<file path="config.mk">
export PLATFORM = sky130hd
export DESIGN_NAME = cdd_top
export DESIGN_NICKNAME = d
export VERILOG_FILES = /design/src/verilog/cdd_pkg.sv /design/src/verilog/cdd_msf_counter.sv /design/src/verilog/cdd_toc.sv /design/src/verilog/cdd_link.sv /design/src/verilog/cdd_controller.sv /design/src/verilog/cdd_top.sv
export SDC_FILE = /design/constraint.sdc
export NUM_CORES = 1
export LEC_CHECK = 0
export BUFFER_PORTS_ARGS = -buffer_cell sky130_fd_sc_hd__buf_2
export CAP_MARGIN = 20
export CORE_UTILIZATION = 51
export DETAILED_ROUTE_END_ITERATION = 16
export HOLD_SLACK_MARGIN = 0.1
export PLACE_DENSITY = 0.71
export SETUP_SLACK_MARGIN = 0.5
export SLEW_MARGIN = 25
export SYNTH_ARGS = -nofsm -noshare
export SYNTH_HDL_FRONTEND = slang
export SYNTH_SLANG_ARGS = --single-unit
</file>
<file path="constraint.sdc">
create_clock -name clk_sys -period 9.7 [get_ports clk_sys]
set_input_delay 0.97 -clock clk_sys [delete_from_list [all_inputs] [get_ports clk_sys]]
set_output_delay 0.97 -clock clk_sys [all_outputs]
set_load 0.005 [all_outputs]
</file>
<file path="src/verilog/cdd_pkg.sv">
// CD drive controller shared definitions
// Bus frame geometry, command, TOC and status codes, fixed disc TOC
`default_nettype none

package cdd_pkg;

	// ==============================
	// Frame geometry
	// ==============================

	// Nibbles per frame, both directions
	localparam int unsigned FRAME_NIBBLES = 10;
	localparam int unsigned FRAME_BITS = 40;

	// ==============================
	// Host command codes
	// ==============================

	localparam logic [3:0] CMD_NOP = 4'd0;
	localparam logic [3:0] CMD_STOP = 4'd1;
	localparam logic [3:0] CMD_TOC = 4'd2;
	localparam logic [3:0] CMD_PLAY = 4'd3;
	// Known to the drive but answered as NOP
	localparam logic [3:0] CMD_SEEK = 4'd4;
	localparam logic [3:0] CMD_PAUSE = 4'd6;
	localparam logic [3:0] CMD_RESUME = 4'd7;
	localparam logic [3:0] CMD_FFW = 4'd8;
	localparam logic [3:0] CMD_REW = 4'd9;
	localparam logic [3:0] CMD_CLOSE = 4'd12;
	localparam logic [3:0] CMD_OPEN = 4'd13;

	// TOC sub-commands, others read back as zeros
	localparam logic [3:0] TOC_LENGTH = 4'd3;
	localparam logic [3:0] TOC_FIRSTLAST = 4'd4;
	localparam logic [3:0] TOC_START = 4'd5;

	// Drive status codes
	localparam logic [3:0] STAT_STOPPED = 4'd0;
	localparam logic [3:0] STAT_PLAYING = 4'd1;
	localparam logic [3:0] STAT_PAUSED = 4'd4;
	localparam logic [3:0] STAT_READTOC = 4'd9;

	// ==============================
	// Disc table of contents
	// ==============================

	// Track numbers in BCD
	localparam logic [7:0] TOC_FIRST_TRACK = 8'h01;
	localparam logic [7:0] TOC_LAST_TRACK = 8'h03;

	// Lead-out, i.e. disc length 20:15:33
	localparam logic [7:0] TOC_LEADOUT_M = 8'h20;
	localparam logic [7:0] TOC_LEADOUT_S = 8'h15;
	localparam logic [7:0] TOC_LEADOUT_F = 8'h33;

	// Track starts, index 0 is track 1
	localparam logic [2:0][7:0] TOC_START_M = {8'h12, 8'h05, 8'h00};
	localparam logic [2:0][7:0] TOC_START_S = {8'h03, 8'h40, 8'h02};
	localparam logic [2:0][7:0] TOC_START_F = {8'h70, 8'h12, 8'h00};
	// Track type nibble, 4 data and 0 audio
	localparam logic [2:0][3:0] TOC_TYPE = {4'h0, 4'h0, 4'h4};

endpackage

`default_nettype wire

</file>
<file path="src/verilog/cdd_msf_counter.sv">
// Absolute position counter in BCD minutes, seconds, frames
// Loadable, steps one frame per interrupt period while running
`timescale 1ns/1ps
`default_nettype none

module cdd_msf_counter (
	input wire clk_sys,
	input wire nRESET,
	input wire irq_pulse,
	input wire msf_run,
	input wire msf_load,
	input wire [23:0] msf_load_value,
	output logic [23:0] msf
);

	// One BCD digit pair plus one, wraps to zero after last
	function automatic logic [7:0] bcd_step(input logic [7:0] v, input logic [7:0] last);
		logic [7:0] nxt;
		if (v == last)
			nxt = 8'h00;
		else if (v[3:0] == 4'd9)
			nxt = {v[7:4] + 4'd1, 4'd0};
		else
			nxt = v + 8'd1;
		return nxt;
	endfunction

	logic [7:0] min_q;
	logic [7:0] sec_q;
	logic [7:0] frm_q;
	logic frm_wrap;
	logic sec_wrap;

	assign msf = {min_q, sec_q, frm_q};
	// 75 frames per second, 60 seconds per minute
	assign frm_wrap = (frm_q == 8'h74);
	assign sec_wrap = (sec_q == 8'h59);

	always_ff @(posedge clk_sys)
	begin
		if (!nRESET)
		begin
			min_q <= 8'h00;
			sec_q <= 8'h00;
			frm_q <= 8'h00;
		end
		else if (msf_load)
		begin
			min_q <= msf_load_value[23:16];
			sec_q <= msf_load_value[15:8];
			frm_q <= msf_load_value[7:0];
		end
		else if (irq_pulse & msf_run)
		begin
			frm_q <= bcd_step(frm_q, 8'h74);
			if (frm_wrap)
			begin
				sec_q <= bcd_step(sec_q, 8'h59);
				// Minutes roll over past 99
				if (sec_wrap)
					min_q <= bcd_step(min_q, 8'h99);
			end
		end
	end

endmodule

`default_nettype wire

</file>
<file path="src/verilog/cdd_toc.sv">
// Fixed disc TOC lookup
// Answers length, first/last and track start sub-commands
`timescale 1ns/1ps
`default_nettype none

module cdd_toc (
	input wire [3:0] toc_sub,
	input wire [7:0] toc_track,
	output logic [23:0] toc_data,
	output logic [3:0] toc_aux
);
	import cdd_pkg::*;

	logic [1:0] idx;
	logic track_ok;

	// BCD track 01..03 maps to table index 0..2
	assign idx = toc_track[1:0] - 2'd1;
	assign track_ok = (toc_track >= TOC_FIRST_TRACK) && (toc_track <= TOC_LAST_TRACK);

	always_comb
	begin
		toc_data = '0;
		toc_aux = '0;
		case (toc_sub)
			TOC_LENGTH:
				toc_data = {TOC_LEADOUT_M, TOC_LEADOUT_S, TOC_LEADOUT_F};
			TOC_FIRSTLAST:
				toc_data = {TOC_FIRST_TRACK, TOC_LAST_TRACK, 8'h00};
			TOC_START:
			begin
				// Out of range track reads as zeros
				if (track_ok)
				begin
					toc_data = {TOC_START_M[idx], TOC_START_S[idx], TOC_START_F[idx]};
					toc_aux = TOC_TYPE[idx];
				end
			end
			default: ;
		endcase
	end

endmodule

`default_nettype wire

</file>
<file path="src/verilog/cdd_link.sv">
// CDD host bus engine
// Emulates the slow drive MCU: interrupt timer, status nibble send,
// command nibble receive over the 4-bit HOCK/CDCK handshake
`timescale 1ns/1ps
`default_nettype none

module cdd_link #(
	parameter int TICK_DIV = 192,
	parameter int IRQ_PERIOD = 3906
) (
	input wire clk_sys,
	input wire nRESET,
	input wire hock,
	output logic cdck,
	input wire [3:0] cdd_din,
	output logic [3:0] cdd_dout,
	output logic cdd_nirq,
	input wire [cdd_pkg::FRAME_BITS-1:0] status_in,
	input wire status_latch,
	output logic [cdd_pkg::FRAME_BITS-1:0] command_data,
	output logic command_send,
	output logic irq_pulse
);
	import cdd_pkg::*;

	localparam int DIV_W = $clog2(TICK_DIV + 1);
	localparam int IRQ_W = $clog2(IRQ_PERIOD + 1);
	localparam logic [3:0] ALL_NIB = 4'(FRAME_NIBBLES);
	localparam logic [3:0] LAST_NIB = 4'(FRAME_NIBBLES - 1);

	// Bus sequencer states
	localparam logic [1:0] S_SETUP = 2'd0;
	localparam logic [1:0] S_WAIT_HI = 2'd1;
	localparam logic [1:0] S_WAIT_LO = 2'd2;

	logic [DIV_W-1:0] div_cnt;
	logic [IRQ_W-1:0] irq_timer;
	logic tick;
	// 0..10, 10 means phase done
	logic [3:0] dout_cnt;
	logic [3:0] din_cnt;
	logic [FRAME_BITS-1:0] status_buf;
	logic latch_d;
	logic status_pending;
	logic hock_prev;
	logic hock_rise;
	logic hock_fall;
	logic [1:0] bus_state;
	logic comm_run;
	logic sending;

	assign tick = (div_cnt == DIV_W'(TICK_DIV - 1));
	assign hock_rise = ~hock_prev & hock;
	assign hock_fall = hock_prev & ~hock;
	// Status nibbles still going out
	assign sending = comm_run & (dout_cnt != ALL_NIB);

	// ==============================
	// MCU tick divider
	// ==============================

	always_ff @(posedge clk_sys)
	begin
		if (!nRESET)
			div_cnt <= '0;
		else if (tick)
			div_cnt <= '0;
		else
			div_cnt <= div_cnt + 1'b1;
	end

	// ==============================
	// Bus engine
	// ==============================

	always_ff @(posedge clk_sys)
	begin
		if (!nRESET)
		begin
			irq_timer <= '0;
			dout_cnt <= '0;
			din_cnt <= '0;
			hock_prev <= 1'b1;
			cdck <= 1'b1;
			cdd_nirq <= 1'b1;
			bus_state <= S_SETUP;
			comm_run <= 1'b0;
			// STOPPED, all zeros, checksum included
			status_buf <= {~STAT_STOPPED, 32'h0, STAT_STOPPED};
			status_pending <= 1'b0;
			latch_d <= 1'b0;
			command_send <= 1'b0;
			irq_pulse <= 1'b0;
		end
		else
		begin
			latch_d <= status_latch;
			command_send <= 1'b0;
			irq_pulse <= 1'b0;

			// Remember a new status until the buffer is free
			if (~latch_d & status_latch)
				status_pending <= 1'b1;

			if (tick)
			begin
				hock_prev <= hock;

				if (status_pending & ~sending)
				begin
					status_pending <= 1'b0;
					status_buf <= status_in;
				end

				if (comm_run)
				begin
					if (dout_cnt != ALL_NIB)
					begin
						// Drive to host
						case (bus_state)
							S_SETUP:
							begin
								cdd_dout <= status_buf[{dout_cnt, 2'b00} +: 4];
								cdck <= 1'b0;
								bus_state <= S_WAIT_HI;
							end
							S_WAIT_HI:
							begin
								if (hock_rise)
								begin
									cdck <= 1'b1;
									bus_state <= S_WAIT_LO;
									// Last nibble hands over to receive
									if (dout_cnt == LAST_NIB)
										dout_cnt <= ALL_NIB;
								end
							end
							default:
							begin
								if (hock_fall)
								begin
									dout_cnt <= dout_cnt + 1'b1;
									bus_state <= S_SETUP;
								end
							end
						endcase
					end
					else if (din_cnt != ALL_NIB)
					begin
						// Host to drive
						if (bus_state == S_WAIT_HI)
						begin
							if (hock_rise)
							begin
								command_data[{din_cnt, 2'b00} +: 4] <= cdd_din;
								cdck <= 1'b1;
								din_cnt <= din_cnt + 1'b1;
								bus_state <= S_WAIT_LO;
							end
						end
						else if (hock_fall)
						begin
							cdck <= 1'b0;
							bus_state <= S_WAIT_HI;
						end
					end
					else
					begin
						// Frame complete, CDCK left high
						command_send <= 1'b1;
						comm_run <= 1'b0;
					end
				end

				// Host answered the interrupt
				if (~hock & ~cdd_nirq)
				begin
					cdd_nirq <= 1'b1;
					comm_run <= 1'b1;
					dout_cnt <= '0;
					din_cnt <= '0;
					bus_state <= S_SETUP;
				end

				// Period start wins over everything above
				if (irq_timer == IRQ_W'(IRQ_PERIOD - 1))
				begin
					irq_timer <= '0;
					cdd_nirq <= 1'b0;
					irq_pulse <= 1'b1;
					comm_run <= 1'b0;
					cdck <= 1'b1;
					bus_state <= S_SETUP;
				end
				else
				begin
					// Unanswered interrupt gives up at half period
					if (irq_timer == IRQ_W'(IRQ_PERIOD / 2 - 1))
						cdd_nirq <= 1'b1;
					irq_timer <= irq_timer + 1'b1;
				end
			end
		end
	end

endmodule

`default_nettype wire

</file>
<file path="src/verilog/cdd_controller.sv">
// CDD command controller
// Checks and decodes host commands, keeps the drive state and
// builds each status frame with its checksum
`timescale 1ns/1ps
`default_nettype none

module cdd_controller (
	input wire clk_sys,
	input wire nRESET,
	input wire [cdd_pkg::FRAME_BITS-1:0] command_data,
	input wire command_send,
	input wire irq_pulse,
	output logic [cdd_pkg::FRAME_BITS-1:0] status_in,
	output logic status_latch,
	input wire [23:0] msf,
	output logic msf_load,
	output logic [23:0] msf_load_value,
	output logic msf_run,
	output logic [3:0] toc_sub,
	output logic [7:0] toc_track,
	input wire [23:0] toc_data,
	input wire [3:0] toc_aux,
	output logic [3:0] drive_status
);
	import cdd_pkg::*;

	// Inverted 4-bit sum of nibbles 0..8
	function automatic logic [3:0] frame_check(input logic [FRAME_BITS-5:0] body);
		logic [3:0] sum;
		sum = '0;
		for (int i = 0; i < FRAME_NIBBLES - 1; i++)
			sum = sum + body[4*i +: 4];
		return ~sum;
	endfunction

	logic [3:0] cmd_code;
	logic [3:0] cmd_sub;
	logic [23:0] cmd_msf;
	logic [7:0] cmd_track;
	logic cmd_ok;
	logic accept;
	logic rebuild;
	logic [23:0] pos;
	logic [23:0] data;
	logic [3:0] cur_track;
	logic [3:0] nib8;
	logic [FRAME_BITS-5:0] body;

	// ==============================
	// Command fields
	// ==============================

	assign cmd_code = command_data[3:0];
	assign cmd_sub = command_data[7:4];
	// BCD bytes arrive high nibble first
	assign cmd_msf = {command_data[11:8], command_data[15:12], command_data[19:16],
		command_data[23:20], command_data[27:24], command_data[31:28]};
	assign cmd_track = cmd_msf[23:16];
	assign cmd_ok = (command_data[39:36] == frame_check(command_data[35:0]));
	assign accept = command_send & cmd_ok;

	// ==============================
	// Status frame
	// ==============================

	// A load in flight is reported already
	assign pos = msf_load ? msf_load_value : msf;
	assign data = (drive_status == STAT_READTOC) ? toc_data : pos;

	// Track under the head, BCD compare works as binary
	always_comb
	begin
		if (pos >= {TOC_START_M[2], TOC_START_S[2], TOC_START_F[2]})
			cur_track = 4'd3;
		else if (pos >= {TOC_START_M[1], TOC_START_S[1], TOC_START_F[1]})
			cur_track = 4'd2;
		else
			cur_track = 4'd1;
	end

	// Nibble 8 carries the track type while reading TOC
	assign nib8 = (drive_status == STAT_READTOC) ? toc_aux :
		(drive_status == STAT_STOPPED) ? 4'd0 : cur_track;

	// Sub-code echo only meaningful in READTOC
	assign body = {nib8, data[3:0], data[7:4], data[11:8], data[15:12], data[19:16],
		data[23:20], (drive_status == STAT_READTOC) ? toc_sub : 4'd0, drive_status};

	always_ff @(posedge clk_sys)
	begin
		if (!nRESET)
		begin
			drive_status <= STAT_STOPPED;
			msf_run <= 1'b0;
			msf_load <= 1'b0;
			toc_sub <= '0;
			toc_track <= '0;
			rebuild <= 1'b0;
			status_latch <= 1'b0;
			status_in <= {~STAT_STOPPED, 32'h0, STAT_STOPPED};
		end
		else
		begin
			msf_load <= 1'b0;
			status_latch <= 1'b0;
			// Stage 1 decides, stage 2 publishes
			rebuild <= accept | irq_pulse;

			if (accept)
			begin
				case (cmd_code)
					CMD_STOP:
					begin
						drive_status <= STAT_STOPPED;
						msf_run <= 1'b0;
						msf_load <= 1'b1;
						msf_load_value <= '0;
					end
					CMD_PLAY:
					begin
						drive_status <= STAT_PLAYING;
						msf_run <= 1'b1;
						msf_load <= 1'b1;
						msf_load_value <= cmd_msf;
					end
					CMD_TOC:
					begin
						drive_status <= STAT_READTOC;
						msf_run <= 1'b0;
						toc_sub <= cmd_sub;
						toc_track <= cmd_track;
					end
					CMD_PAUSE:
					begin
						drive_status <= STAT_PAUSED;
						msf_run <= 1'b0;
					end
					CMD_RESUME:
					begin
						if (drive_status == STAT_PAUSED)
						begin
							drive_status <= STAT_PLAYING;
							msf_run <= 1'b1;
						end
					end
					CMD_NOP, CMD_SEEK, CMD_FFW, CMD_REW, CMD_CLOSE, CMD_OPEN: ;
					default: ;
				endcase
			end

			if (rebuild)
			begin
				status_in <= {frame_check(body), body};
				status_latch <= 1'b1;
			end
		end
	end

endmodule

`default_nettype wire

</file>
<file path="src/verilog/cdd_top.sv">
// CD drive controller top level
// Host bus link, command controller, position counter and TOC table
`timescale 1ns/1ps
`default_nettype none

module cdd_top #(
	parameter int TICK_DIV = 192,
	parameter int IRQ_PERIOD = 3906
) (
	input wire clk_sys,
	input wire nRESET,
	input wire hock,
	output logic cdck,
	input wire [3:0] cdd_din,
	output logic [3:0] cdd_dout,
	output logic cdd_nirq,
	output logic [3:0] drive_status,
	output logic [23:0] cur_msf
);
	import cdd_pkg::*;

	logic [FRAME_BITS-1:0] command_data;
	logic command_send;
	logic [FRAME_BITS-1:0] status_in;
	logic status_latch;
	logic irq_pulse;
	logic msf_load;
	logic [23:0] msf_load_value;
	logic msf_run;
	logic [3:0] toc_sub;
	logic [7:0] toc_track;
	logic [23:0] toc_data;
	logic [3:0] toc_aux;

	// Host bus side
	cdd_link #(
		.TICK_DIV(TICK_DIV),
		.IRQ_PERIOD(IRQ_PERIOD)
	) u_link (
		.clk_sys(clk_sys),
		.nRESET(nRESET),
		.hock(hock),
		.cdck(cdck),
		.cdd_din(cdd_din),
		.cdd_dout(cdd_dout),
		.cdd_nirq(cdd_nirq),
		.status_in(status_in),
		.status_latch(status_latch),
		.command_data(command_data),
		.command_send(command_send),
		.irq_pulse(irq_pulse)
	);

	// Drive state and status builder
	cdd_controller u_ctrl (
		.clk_sys(clk_sys),
		.nRESET(nRESET),
		.command_data(command_data),
		.command_send(command_send),
		.irq_pulse(irq_pulse),
		.status_in(status_in),
		.status_latch(status_latch),
		.msf(cur_msf),
		.msf_load(msf_load),
		.msf_load_value(msf_load_value),
		.msf_run(msf_run),
		.toc_sub(toc_sub),
		.toc_track(toc_track),
		.toc_data(toc_data),
		.toc_aux(toc_aux),
		.drive_status(drive_status)
	);

	cdd_msf_counter u_msf (
		.clk_sys(clk_sys),
		.nRESET(nRESET),
		.irq_pulse(irq_pulse),
		.msf_run(msf_run),
		.msf_load(msf_load),
		.msf_load_value(msf_load_value),
		.msf(cur_msf)
	);

	cdd_toc u_toc (
		.toc_sub(toc_sub),
		.toc_track(toc_track),
		.toc_data(toc_data),
		.toc_aux(toc_aux)
	);

endmodule

`default_nettype wire

</file>
==> results of run 1 <==
==> cell type report <==
| cell class | count | area, um^2 | share of cell area |
|---|---|---|---|
| clock buffers | 33 | 696 | 0.0530 |
| clock inverters | 11 | 87.6 | 0.00668 |
| inverters | 60 | 225 | 0.0172 |
| multi-input cells | 946 | 6280 | 0.479 |
| flip-flops and latches | 225 | 5190 | 0.395 |
| well taps | 313 | 392 | 0.0299 |
| repair buffers | 46 | 251 | 0.0192 |
==> tightest hold or removal path: stages (launching register included) <==
cell     delay, ns
dfxtp_1       0.31
nand2_1       0.05
a21oi_1       0.05
==> synthesized netlist by cell type (all sizes together), types with 8 or more instances <==
| master | count | share of area |
|---|---|---|
| or3 | 12 | 0.0062 |
| a31oi | 8 | 0.0042 |
| nand2b | 14 | 0.0073 |
| xor2 | 17 | 0.012 |
| clkbuf | 48 | 0.017 |
| o21ai | 62 | 0.026 |
| nand2 | 178 | 0.056 |
| buf | 27 | 0.014 |
| nor2b | 12 | 0.0062 |
| nand3 | 47 | 0.020 |
| and2 | 59 | 0.031 |
| edfxtp | 68 | 0.17 |
| nor3 | 31 | 0.014 |
| fa | 30 | 0.050 |
| a22oi | 14 | 0.0087 |
| inv | 59 | 0.018 |
| dfxtp | 157 | 0.26 |
| and3 | 11 | 0.0058 |
| o211ai | 9 | 0.0056 |
| nor4 | 11 | 0.0062 |
| mux2i | 31 | 0.026 |
| a21oi | 95 | 0.039 |
| nand4 | 18 | 0.011 |
| nor2 | 107 | 0.033 |
| ha | 33 | 0.034 |
| xnor2 | 29 | 0.022 |
| or2 | 8 | 0.0042 |
==> routing by layer <==
metal  GRT usage  vias to the layer above  part of all wire
met1       0.339                     4519              0.44
li1            -                     4562                 -
met3      0.0294                       52             0.051
met5           0                        -                 0
met2       0.408                      253              0.48
met4      0.0710                        0             0.024
==> logic make-up after synthesis <==
family                     count (synthesis)  share of synthesized area
AOI/OAI and AO/OA                        252                      0.131
xor gates and xnor gates                  49                     0.0399
adders and majority gates                 63                     0.0842
buffers and inverters                    135                     0.0496
DFF                                      225                      0.431
muxes                                     42                     0.0429
other                                      1                   0.000312
and+or+nand+nor                          539                      0.221
==> power by group through the flow <==
stage / clock (uW) / sequential (uW) / combinational, uW
3_3_place_gp: 0 / 986 / 21.0
5_1_grt: 960 / 965 / 23.1
6_report: 903 / 966 / 21.3
4_1_cts: 919 / 965 / 21.1
2_1_floorplan: 0 / 986 / 14.5
3_5_place_dp: 0 / 986 / 21.0
==> per-stage QoR <==
stage / hold WS, ns / instances / total power (uW) / cell area (um^2)
floorplan: 0.427 / 1306 / 1000 / 12000
global placement: 0.441 / 1590 / 1010 / 12300
detailed placement: 0.445 / 1590 / 1010 / 12300
CTS: 0.451 / 1634 / 1910 / 13100
global route: 0.467 / 1634 / 1950 / 13100
finish: 0.446 / 1634 / 1890 / 13100
==> final timing paths <==
check / start / end / slack, ns / cells after the start
setup / recovery: u_ctrl.msf_load$_SDFF_PN0_ / u_ctrl.status_in[39]$_SDFFE_PN1P_ / 4.15 / 20
hold / removal: u_ctrl.status_in[11]$_SDFFE_PN0P_ / u_link.status_buf[11]$_SDFFE_PN0P_ / 0.45 / 2
setup reg to reg: u_ctrl.msf_load$_SDFF_PN0_ / u_ctrl.status_in[39]$_SDFFE_PN1P_ / 4.15 / 20
hold reg to reg: u_ctrl.status_in[11]$_SDFFE_PN0P_ / u_link.status_buf[11]$_SDFFE_PN0P_ / 0.45 / 2
==> flip-flops by register name, summed over array words and instances (netlist names), 2 cells and up <==
| register | flops |
|---|---|
| u_link.command_data | 40 |
| u_ctrl.status_in | 38 |
| u_link.status_buf | 38 |
| u_ctrl.msf_load_value | 24 |
| u_link.irq_timer | 12 |
| u_ctrl.toc_track | 8 |
| u_link.div_cnt | 8 |
| u_msf.frm_q | 8 |
| u_msf.min_q | 8 |
| u_msf.sec_q | 8 |
| u_ctrl.toc_sub | 4 |
| u_link.cdd_dout | 4 |
| u_link.din_cnt | 4 |
| u_link.dout_cnt | 4 |
| u_ctrl.drive_status | 3 |
| u_link.bus_state | 2 |
==> run_results.csv, run 1 <==
group,metric,value,unit
yosys,synth.avg_cell_area,9.22,um^2
pwr,power_switching,413,uW
setup_path,max_stage_delay,0.63,ns
final_layout,antenna_cells,0,
pwr,internal_power,1480,uW
global_route,antenna_found_initial,0,
yosys,synth_cell_types,86,
run_status,status,"complete, no violations",
timing,finalWorstSetupSlack,4.15,ns
clock_network,clkLatencyLatePin,0.54,ns
global_route,grt_first_pass_wirelength,47500,um
floorplanning,dieArea,0.0242,mm^2
clock_network,path_clk_slew,0.06,ns
setup_path,critical-path-top-delay-family,"adder cells",
routing,drc_errors,0,
clock_network,clockBufferDepth,3,
global_route,overflow,0,
timing,finalCritPeriodShare,0.572,
pwr,clockPowerShare,0.478,
pwr,combPwrFrac,0.011,
floorplanning,ios,41,
routing,drt_iter0_drc,739,
routing,wl_per_cell,17.7,um
global_route,grt_use_total,0.246,
hold_path,min_path_type,"reg -> reg",
flow_run,maxCapViolCount,0,
timing,setup_violations,0,
timing,slew_viol_final,0,
placement,place_congestion,0.904,
yosys,synthesis.nets,1376,
placement,hpwl,20500,um
final_layout,finish.net_count,1374,
floorplanning,coreArea,0.0229,mm^2
timing,worstMarginPinSlew,0.937,ns
pwr,seqPwrFrac,0.511,
global_route,grt_pass1_vias,8949,
pwr,p_leak,0.00475,uW
yosys,synthFlopType,"dfxtp_1",
timing,totalNegativeSetupSlack,0,ns
global_route,grt_start_max_net_pins,100,
placement,pre_cts_ws,4.20,ns
floorplanning,die_y,156,um
routing,vias,9386,
clock_network,cts_tree,"yes",
setup_path,path_buf_inv,3,
final_layout,final_cell_mix,"nand2_1 (178), dfxtp_1 (156), nor2_1 (106)",
yosys,yosysSeqAreaShare,0.431,
floorplanning,rows,55,
final_layout,post-route-util,0.572,
routing,drt_pass1_iterations,6,
yosys,synthCells,1306,
yosys,synthArstFlopShare,0,
routing,antenna_left,0,
clock_network,cts_root_buf,"clkbuf_16",
clock_network,htreeDepth,1,
final_layout,final_common_cell,"nand2_1",
timing,fin_crit,5.55,ns
clock_network,cts_resized,0,
clock_network,cts.sinks,225,
yosys,synth_area,0.0120,mm^2
timing,rsz0062_at_grt,"false",
final_layout,area_delta_synth_final,8.97,%
final_layout,drive_above_1_share,0.0946,
routing,wl,28900,um
pwr,ir_drop,132,uV
setup_path,cp-end-kind,"register",
routing,viasPerCell,5.74,
setup_path,cp.arrival,5.98,ns
setup_path,crit_chain,"buf_4, mux2i_1, o21ai_0, a221oi_1, a21oi_1, nor2_1, nor2_1, fa_1, inv_1, fa_1, fa_1, inv_1, fa_1, ha_1, xnor2_1, xnor2_1, xnor2_1, xnor2_1, or3_1, o311a_1",
setup_path,critPathMaxFanout,88,
floorplanning,die_w,156,um
setup_path,cp.required,10.13,ns
timing,fin_worst_skew,0.0141,ns
final_layout,final.fill_count,2023,
clock_network,postCtsSetupBuffers,0,
floorplanning,initial_core_util,0.525,
yosys,synth_seq_cells,225,
clock_network,ctsHoldBuffers,0,
setup_path,critPathSlowestCell,"buf_4",
pwr,power_density,144,mW/mm^2
pwr,switching_share,0.218,
yosys,synth_warnings,0,
yosys,synth-edff-count,68,
setup_path,critPathKind,"reg -> reg",
timing,max_slew_margin,0.375,
placement,portBuffers,39,
setup_path,cp-start-kind,"register",
timing,fmax,0.180,GHz
clock_network,cts_made_buffers,25,
timing,final-hold-violation-count,0,
Note: power is estimated with default switching activity, not from simulation.
==> inputs of run 2 (changes only) <==
clock period = 5.3 ns   (was 9.7 ns; I/O delays follow)
==> run_results.csv, run 2 (same netlist as run 1, synthesis figures left out) <==
group,metric,value,unit
run_status,status,"complete, no violations",
global_route,grt_use_total,0.247,
final_layout,regMostFlops,"u_link.command_data",
routing,vias,9434,
setup_path,cp-start-kind,"register",
flow_run,maxCapViolCount,0,
floorplanning,die_y,156,um
clock_network,cts_tree,"yes",
clock_network,clkLatencyLatePin,0.54,ns
routing,drc_errors,0,
placement,pre_cts_ws,0.207,ns
final_layout,antenna_cells,0,
setup_path,crit_chain,"or4_1, nor3_2, nand4_1, or2_4, o21a_1, fa_1, fa_1, fa_1, inv_1, fa_1, ha_2, xnor2_1, xnor2_1, xnor2_1, xnor2_1, or3_1, o311a_1",
setup_path,path_buf_inv,1,
final_layout,drive_above_1_share,0.111,
timing,rsz0062_at_grt,"true",
final_layout,finish.net_count,1390,
pwr,fin_total_pwr,3680,uW
placement,hpwl,21100,um
clock_network,cts_made_buffers,25,
timing,fin_crit,5.03,ns
global_route,grt_first_pass_wirelength,47400,um
setup_path,critical-path-top-delay-family,"adder cells",
timing,fmax,0.199,GHz
routing,wl_per_cell,17.7,um
setup_path,cp.required,5.72,ns
setup_path,critPathMaxFanout,5,
hold_path,min_path_type,"in -> reg",
pwr,power_density,275,mW/mm^2
setup_path,cp-end-kind,"register",
floorplanning,coreArea,0.0229,mm^2
timing,setup_violations,0,
pwr,ir_drop,215,uV
global_route,antenna_found_initial,0,
placement,place_congestion,0.917,
global_route,overflow,0,
clock_network,path_clk_slew,0.06,ns
global_route,grt_pass1_vias,9035,
timing,fin_worst_skew,0.0220,ns
routing,wl,29200,um
final_layout,largest_reg_flops,40,
routing,antenna_left,0,
clock_network,htreeDepth,1,
setup_path,cp.arrival,5.46,ns
pwr,p_leak,0.00491,uW
clock_network,clockBufferDepth,3,
setup_path,critPathKind,"reg -> reg",
timing,finalWorstSetupSlack,0.266,ns
floorplanning,rows,55,
timing,holdWs,0.291,ns
timing,final-hold-violation-count,0,
final_layout,area_delta_synth_final,11.3,%
routing,drt_pass1_iterations,5,
placement,portBuffers,39,
floorplanning,die_w,156,um
clock_network,cts.sinks,225,
final_layout,final.fill_count,2005,
routing,drt_iter0_drc,671,
final_layout,final_common_cell,"nand2_1",
timing,max_slew_margin,0.470,
timing,finalCritPeriodShare,0.950,
clock_network,cts_root_buf,"clkbuf_16",
final_layout,top_regs,"u_link.command_data: 40 flops, u_ctrl.status_in: 38 flops, u_link.status_buf: 38 flops",
setup_path,critPathSlowestCell,"fa_1",
floorplanning,ios,41,
global_route,grt_start_max_net_pins,62,
setup_path,max_stage_delay,0.55,ns
timing,slew_viol_final,0,
final_layout,final_cell_mix,"nand2_1 (178), dfxtp_1 (155), nor2_1 (106)",
timing,totalNegativeSetupSlack,0,ns
timing,worstMarginPinSlew,0.794,ns
floorplanning,initial_core_util,0.525,
routing,viasPerCell,5.72,
floorplanning,dieArea,0.0242,mm^2
[run 2: layout make-up]
class / instances / area (um^2) / share of cell area
timing repair buffer: 62 / 384 / 0.0287
clock buffer: 34 / 709 / 0.0530
sequential: 225 / 5190 / 0.387
tap: 313 / 392 / 0.0292
inverter: 60 / 225 / 0.0168
clock inverter: 10 / 184 / 0.0137
multi-input combinational: 946 / 6310 / 0.471
[run 2: where the power goes]
group / leakage [uW] / internal, uW / switching, uW
sequential: 0.00187 / 1760 / 2.22
combinational: 0.00260 / 7.32 / 31.7
clock: 0.000432 / 1180 / 702
total: 0.00491 / 2950 / 736
[run 2: what timing repair did]
action | 4_1_cts | 5_1_grt
gates resized for setup | 4 | 3
setup buffers | 1 | 0
endpoints found under the setup margin | 1 | 25
cloned | 0 | 0
hold buffers | 0 | 0
pin swaps | 1 | 0
[run 2: layer usage]
layer  share of wire  vias to the layer above  track usage
met5               0                        -            0
met4           0.020                        0       0.0616
met3           0.050                       45       0.0381
met2            0.49                      241        0.426
met1            0.44                     4565        0.324
li1                -                     4583            -
[run 2: metrics by stage]
step,util,instance area [um^2],std cells
2_1_floorplan,-,12100,1306
3_3_place_gp,0.544,12500,1605
3_5_place_dp,0.544,12500,1605
4_1_cts,0.584,13400,1650
5_1_grt,0.585,13400,1650
6_report,0.585,13400,1650
[run 2: worst reg2reg max path: stages, from the launching register on]
cell and delay, ns:
dfxtp_1 0.31, or4_1 0.53, nor3_2 0.19, nand4_1 0.19, or2_4 0.31, o21a_1 0.15, fa_1 0.52, fa_1 0.44
fa_1 0.55, inv_1 0.06, fa_1 0.48, ha_2 0.20, xnor2_1 0.13, xnor2_1 0.21, xnor2_1 0.15, xnor2_1 0.11
or3_1 0.32, o311a_1 0.11
[run 2: worst paths after layout]
check	slack [ns]	depth (start not counted)	end	from
max	0.27	17	u_ctrl.status_in[39]$_SDFFE_PN1P_	u_ctrl.toc_track[6]$_SDFFE_PN0P_
min	0.29	3	u_link.hock_prev$_SDFFE_PN1P_	hock
max reg2reg	0.27	17	u_ctrl.status_in[39]$_SDFFE_PN1P_	u_ctrl.toc_track[6]$_SDFFE_PN0P_
min reg2reg	0.44	2	u_link.status_buf[25]$_SDFFE_PN0P_	u_ctrl.status_in[25]$_SDFFE_PN0P_
==> inputs of run 3 (changes only) <==
ABC_AREA = 1   (was unset)
==> run_results.csv, run 3 <==
group,metric,value,unit
run_status,status,"complete, no violations",
final_layout,seq_area,0.00519,mm^2
timing,worstMarginPinSlew,0.930,ns
floorplanning,die_w,155,um
yosys,synth_area_leaders,"dfxtp_1 (26%), edfxtp_1 (17%), nand2_1 (7.8%)",
setup_path,cp-startpoint,"u_link.command_data[2]$_DFFE_PP_",
yosys,synthCells,1546,
timing,slew_viol_final,0,
timing,rsz0062_at_grt,"false",
setup_path,cp.arrival,4.78,ns
setup_path,critPathKind,"reg -> reg",
setup_path,reg2regPathDepth,19,
routing,wl,29500,um
hold_path,holdCritStartpoint,"hock",
timing,totalNegativeSetupSlack,0,ns
global_route,grt_start_max_net_pins,94,
placement,portBuffers,39,
yosys,synth_most_common_cell,"nand2_1",
setup_path,cp.required,5.54,ns
timing,fmax,0.220,GHz
yosys,synth-edff-count,68,
clock_network,cts_root_buf,"clkbuf_16",
clock_network,cts_made_buffers,26,
timing,holdWs,0.352,ns
global_route,grt_first_pass_wirelength,47800,um
yosys,ys_top_cells_by_count,"nand2_1 (248), inv_1 (231), nor2_1 (230)",
floorplanning,die_y,155,um
setup_path,cp-end-kind,"register",
yosys,synth.avg_cell_area,7.75,um^2
routing,drt_pass1_iterations,5,
timing,fin_crit,4.54,ns
final_layout,fin_area,0.0134,mm^2
timing,finalCritPeriodShare,0.856,
setup_path,critPathMaxFanout,11,
routing,wl_per_cell,15.5,um
final_layout,largest_reg_flops,40,
timing,final-hold-violation-count,0,
routing,drt_iter0_drc,734,
setup_path,r2r_slack,0.76,ns
setup_path,cp-start-kind,"register",
hold_path,min_path_type,"in -> reg",
final_layout,final_common_cell,"nand2_1",
placement,place_congestion,0.942,
global_route,grt_use_total,0.247,
placement,place_area,0.0123,mm^2
yosys,yosysSeqAreaShare,0.433,
setup_path,reg2reg_to,"u_ctrl.msf_load_value[20]$_SDFFCE_PN0P_",
floorplanning,ios,41,
global_route,grt_pass1_vias,9568,
yosys,synth_top_area_share,0.262,
timing,fin_worst_skew,0.00964,ns
yosys,synthFlopType,"dfxtp_1",
setup_path,r2r_start,"u_link.command_data[2]$_DFFE_PP_",
yosys,synthArstFlopShare,0,
yosys,synthesis.nets,1616,
final_layout,regMostFlops,"u_link.command_data",
final_layout,area_delta_synth_final,11.9,%
routing,vias,10300,
pwr,p_leak,0.00586,uW
yosys,yosys.area.top_type,"dfxtp_1",
clock_network,clockBufferDepth,3,
routing,viasPerCell,5.41,
placement,hpwl,21300,um
clock_network,clkLatencyLatePin,0.53,ns
clock_network,ctsHoldBuffers,0,
yosys,synth_seq_cells,225,
final_layout,drive_above_1_share,0.0876,
final_layout,antenna_cells,0,
setup_path,crit_path_end,"u_ctrl.msf_load_value[20]$_SDFFCE_PN0P_",
clock_network,cts.sinks,225,
final_layout,finish.net_count,1637,
hold_path,hold_path_depth,3,
clock_network,path_clk_slew,0.06,ns
final_layout,final_cell_mix,"nand2_1 (245), inv_1 (230), nor2_1 (229)",
floorplanning,rows,55,
flow_run,maxCapViolCount,0,
floorplanning,dieArea,0.0241,mm^2
final_layout,top_regs,"u_link.command_data: 40 flops, u_ctrl.status_in: 38 flops, u_link.status_buf: 38 flops",
pwr,power_density,278,mW/mm^2
timing,setup_violations,0,
final_layout,final.fill_count,2070,
pwr,ir_drop,217,uV
timing,max_slew_margin,0.379,
final_layout,multi_input_area,0.00565,mm^2
global_route,antenna_found_initial,0,
yosys,synth_cell_types,52,
routing,drc_errors,0,
floorplanning,coreArea,0.0228,mm^2
clock_network,htreeDepth,1,
floorplanning,initial_core_util,0.524,
clock_network,cts_tree,"yes",
yosys,synth_warnings,0,
final_layout,post-route-util,0.586,
yosys,synth_area,0.0120,mm^2
routing,antenna_left,0,
global_route,overflow,0,
==> run 3: cell types whose count changed in the layout (fill, tap and decap cells not counted), moves of 13 or more <==
cell / delta
and2_1: -59
buf_4: -13
inv_1: +172
mux2i_1: -30
nand2_1: +67
nand2b_1: -13
nand3_1: +17
nor2_1: +123
o21ai_0: +72
o21ai_1: +20
xnor2_1: -17
==> run 3: power breakdown <==
part	total [uW]	switching [uW]	leakage, uW	internal (uW)
sequential	1770	1.18	0.00186	1760
clock	1920	731	0.000456	1190
combinational	37.1	29.2	0.00355	7.88
==> run 3: how the worst min path moves through the flow <==
stage	to	slack [ns]
after floorplan	u_link.latch_d$_SDFF_PN0_	0.41
after global routing	u_link.hock_prev$_SDFFE_PN1P_	0.35
after global placement	u_link.latch_d$_SDFF_PN0_	0.41
after CTS	u_link.hock_prev$_SDFFE_PN1P_	0.33
after detailed placement	u_link.latch_d$_SDFF_PN0_	0.43
final	u_link.hock_prev$_SDFFE_PN1P_	0.35
==> run 3: per-layer routing <==
| layer | vias to the layer above | part of all wire | GRT usage |
|---|---|---|---|
| met5 | - | 0 | 0 |
| met4 | 0 | 0.036 | 0.0957 |
| met3 | 71 | 0.057 | 0.0295 |
| met2 | 313 | 0.47 | 0.410 |
| met1 | 4814 | 0.44 | 0.330 |
| li1 | 5073 | - | - |
==> run 3: logic make-up (layout without fill, tap and decap cells) <==
logic type,Yosys count,count (layout),share of synthesized area
adders and majority gates,63,63,0.0846
DFF,225,225,0.433
AOI/OAI and AO/OA,308,308,0.141
other,1,1,0.000313
buffers and inverters,301,341,0.101
xor gates and xnor gates,24,24,0.0176
and+or+nand+nor,624,625,0.222
==> run 3: stage by stage <==
stage	total power, uW	instances	worst slack, ns
2_1_floorplan	1830	1546	0.681
3_3_place_gp	1840	1846	0.437
3_5_place_dp	1840	1846	0.382
4_1_cts	3740	1895	0.451
5_1_grt	3810	1900	0.494
6_report	3720	1900	0.762
==> run 3: critical path, stage by stage (launching register included) <==
cell	delay, ns
edfxtp_1	0.45
fa_1	0.56
inv_1	0.06
fa_1	0.50
fa_1	0.51
fa_1	0.55
inv_1	0.04
ha_1	0.20
nand2_1	0.09
nand2_1	0.07
nand2_1	0.08
inv_1	0.04
nor2_1	0.08
nand2_1	0.07
nand3_1	0.12
nand2_1	0.11
a21oi_2	0.22
nand3_4	0.15
nor2_4	0.20
buf_12	0.15
==> run 3: repair_timing <==
item / 4_1_cts / 5_1_grt
gates cloned: 1 / 0
resized for setup: 2 / 24
setup endpoints to repair: 25 / 26
pin swaps: 0 / 3
hold endpoints to repair: 0 / 0
buffers inserted: 0 / 5
==> run 3: cell type report <==
cell class | count | share of cell area
multi-input combinational | 1021 | 0.422
sequential | 225 | 0.387
inverter | 243 | 0.0683
clock buffer | 35 | 0.0557
tap | 313 | 0.0292
timing repair buffer | 50 | 0.0235
clock inverter | 13 | 0.0140
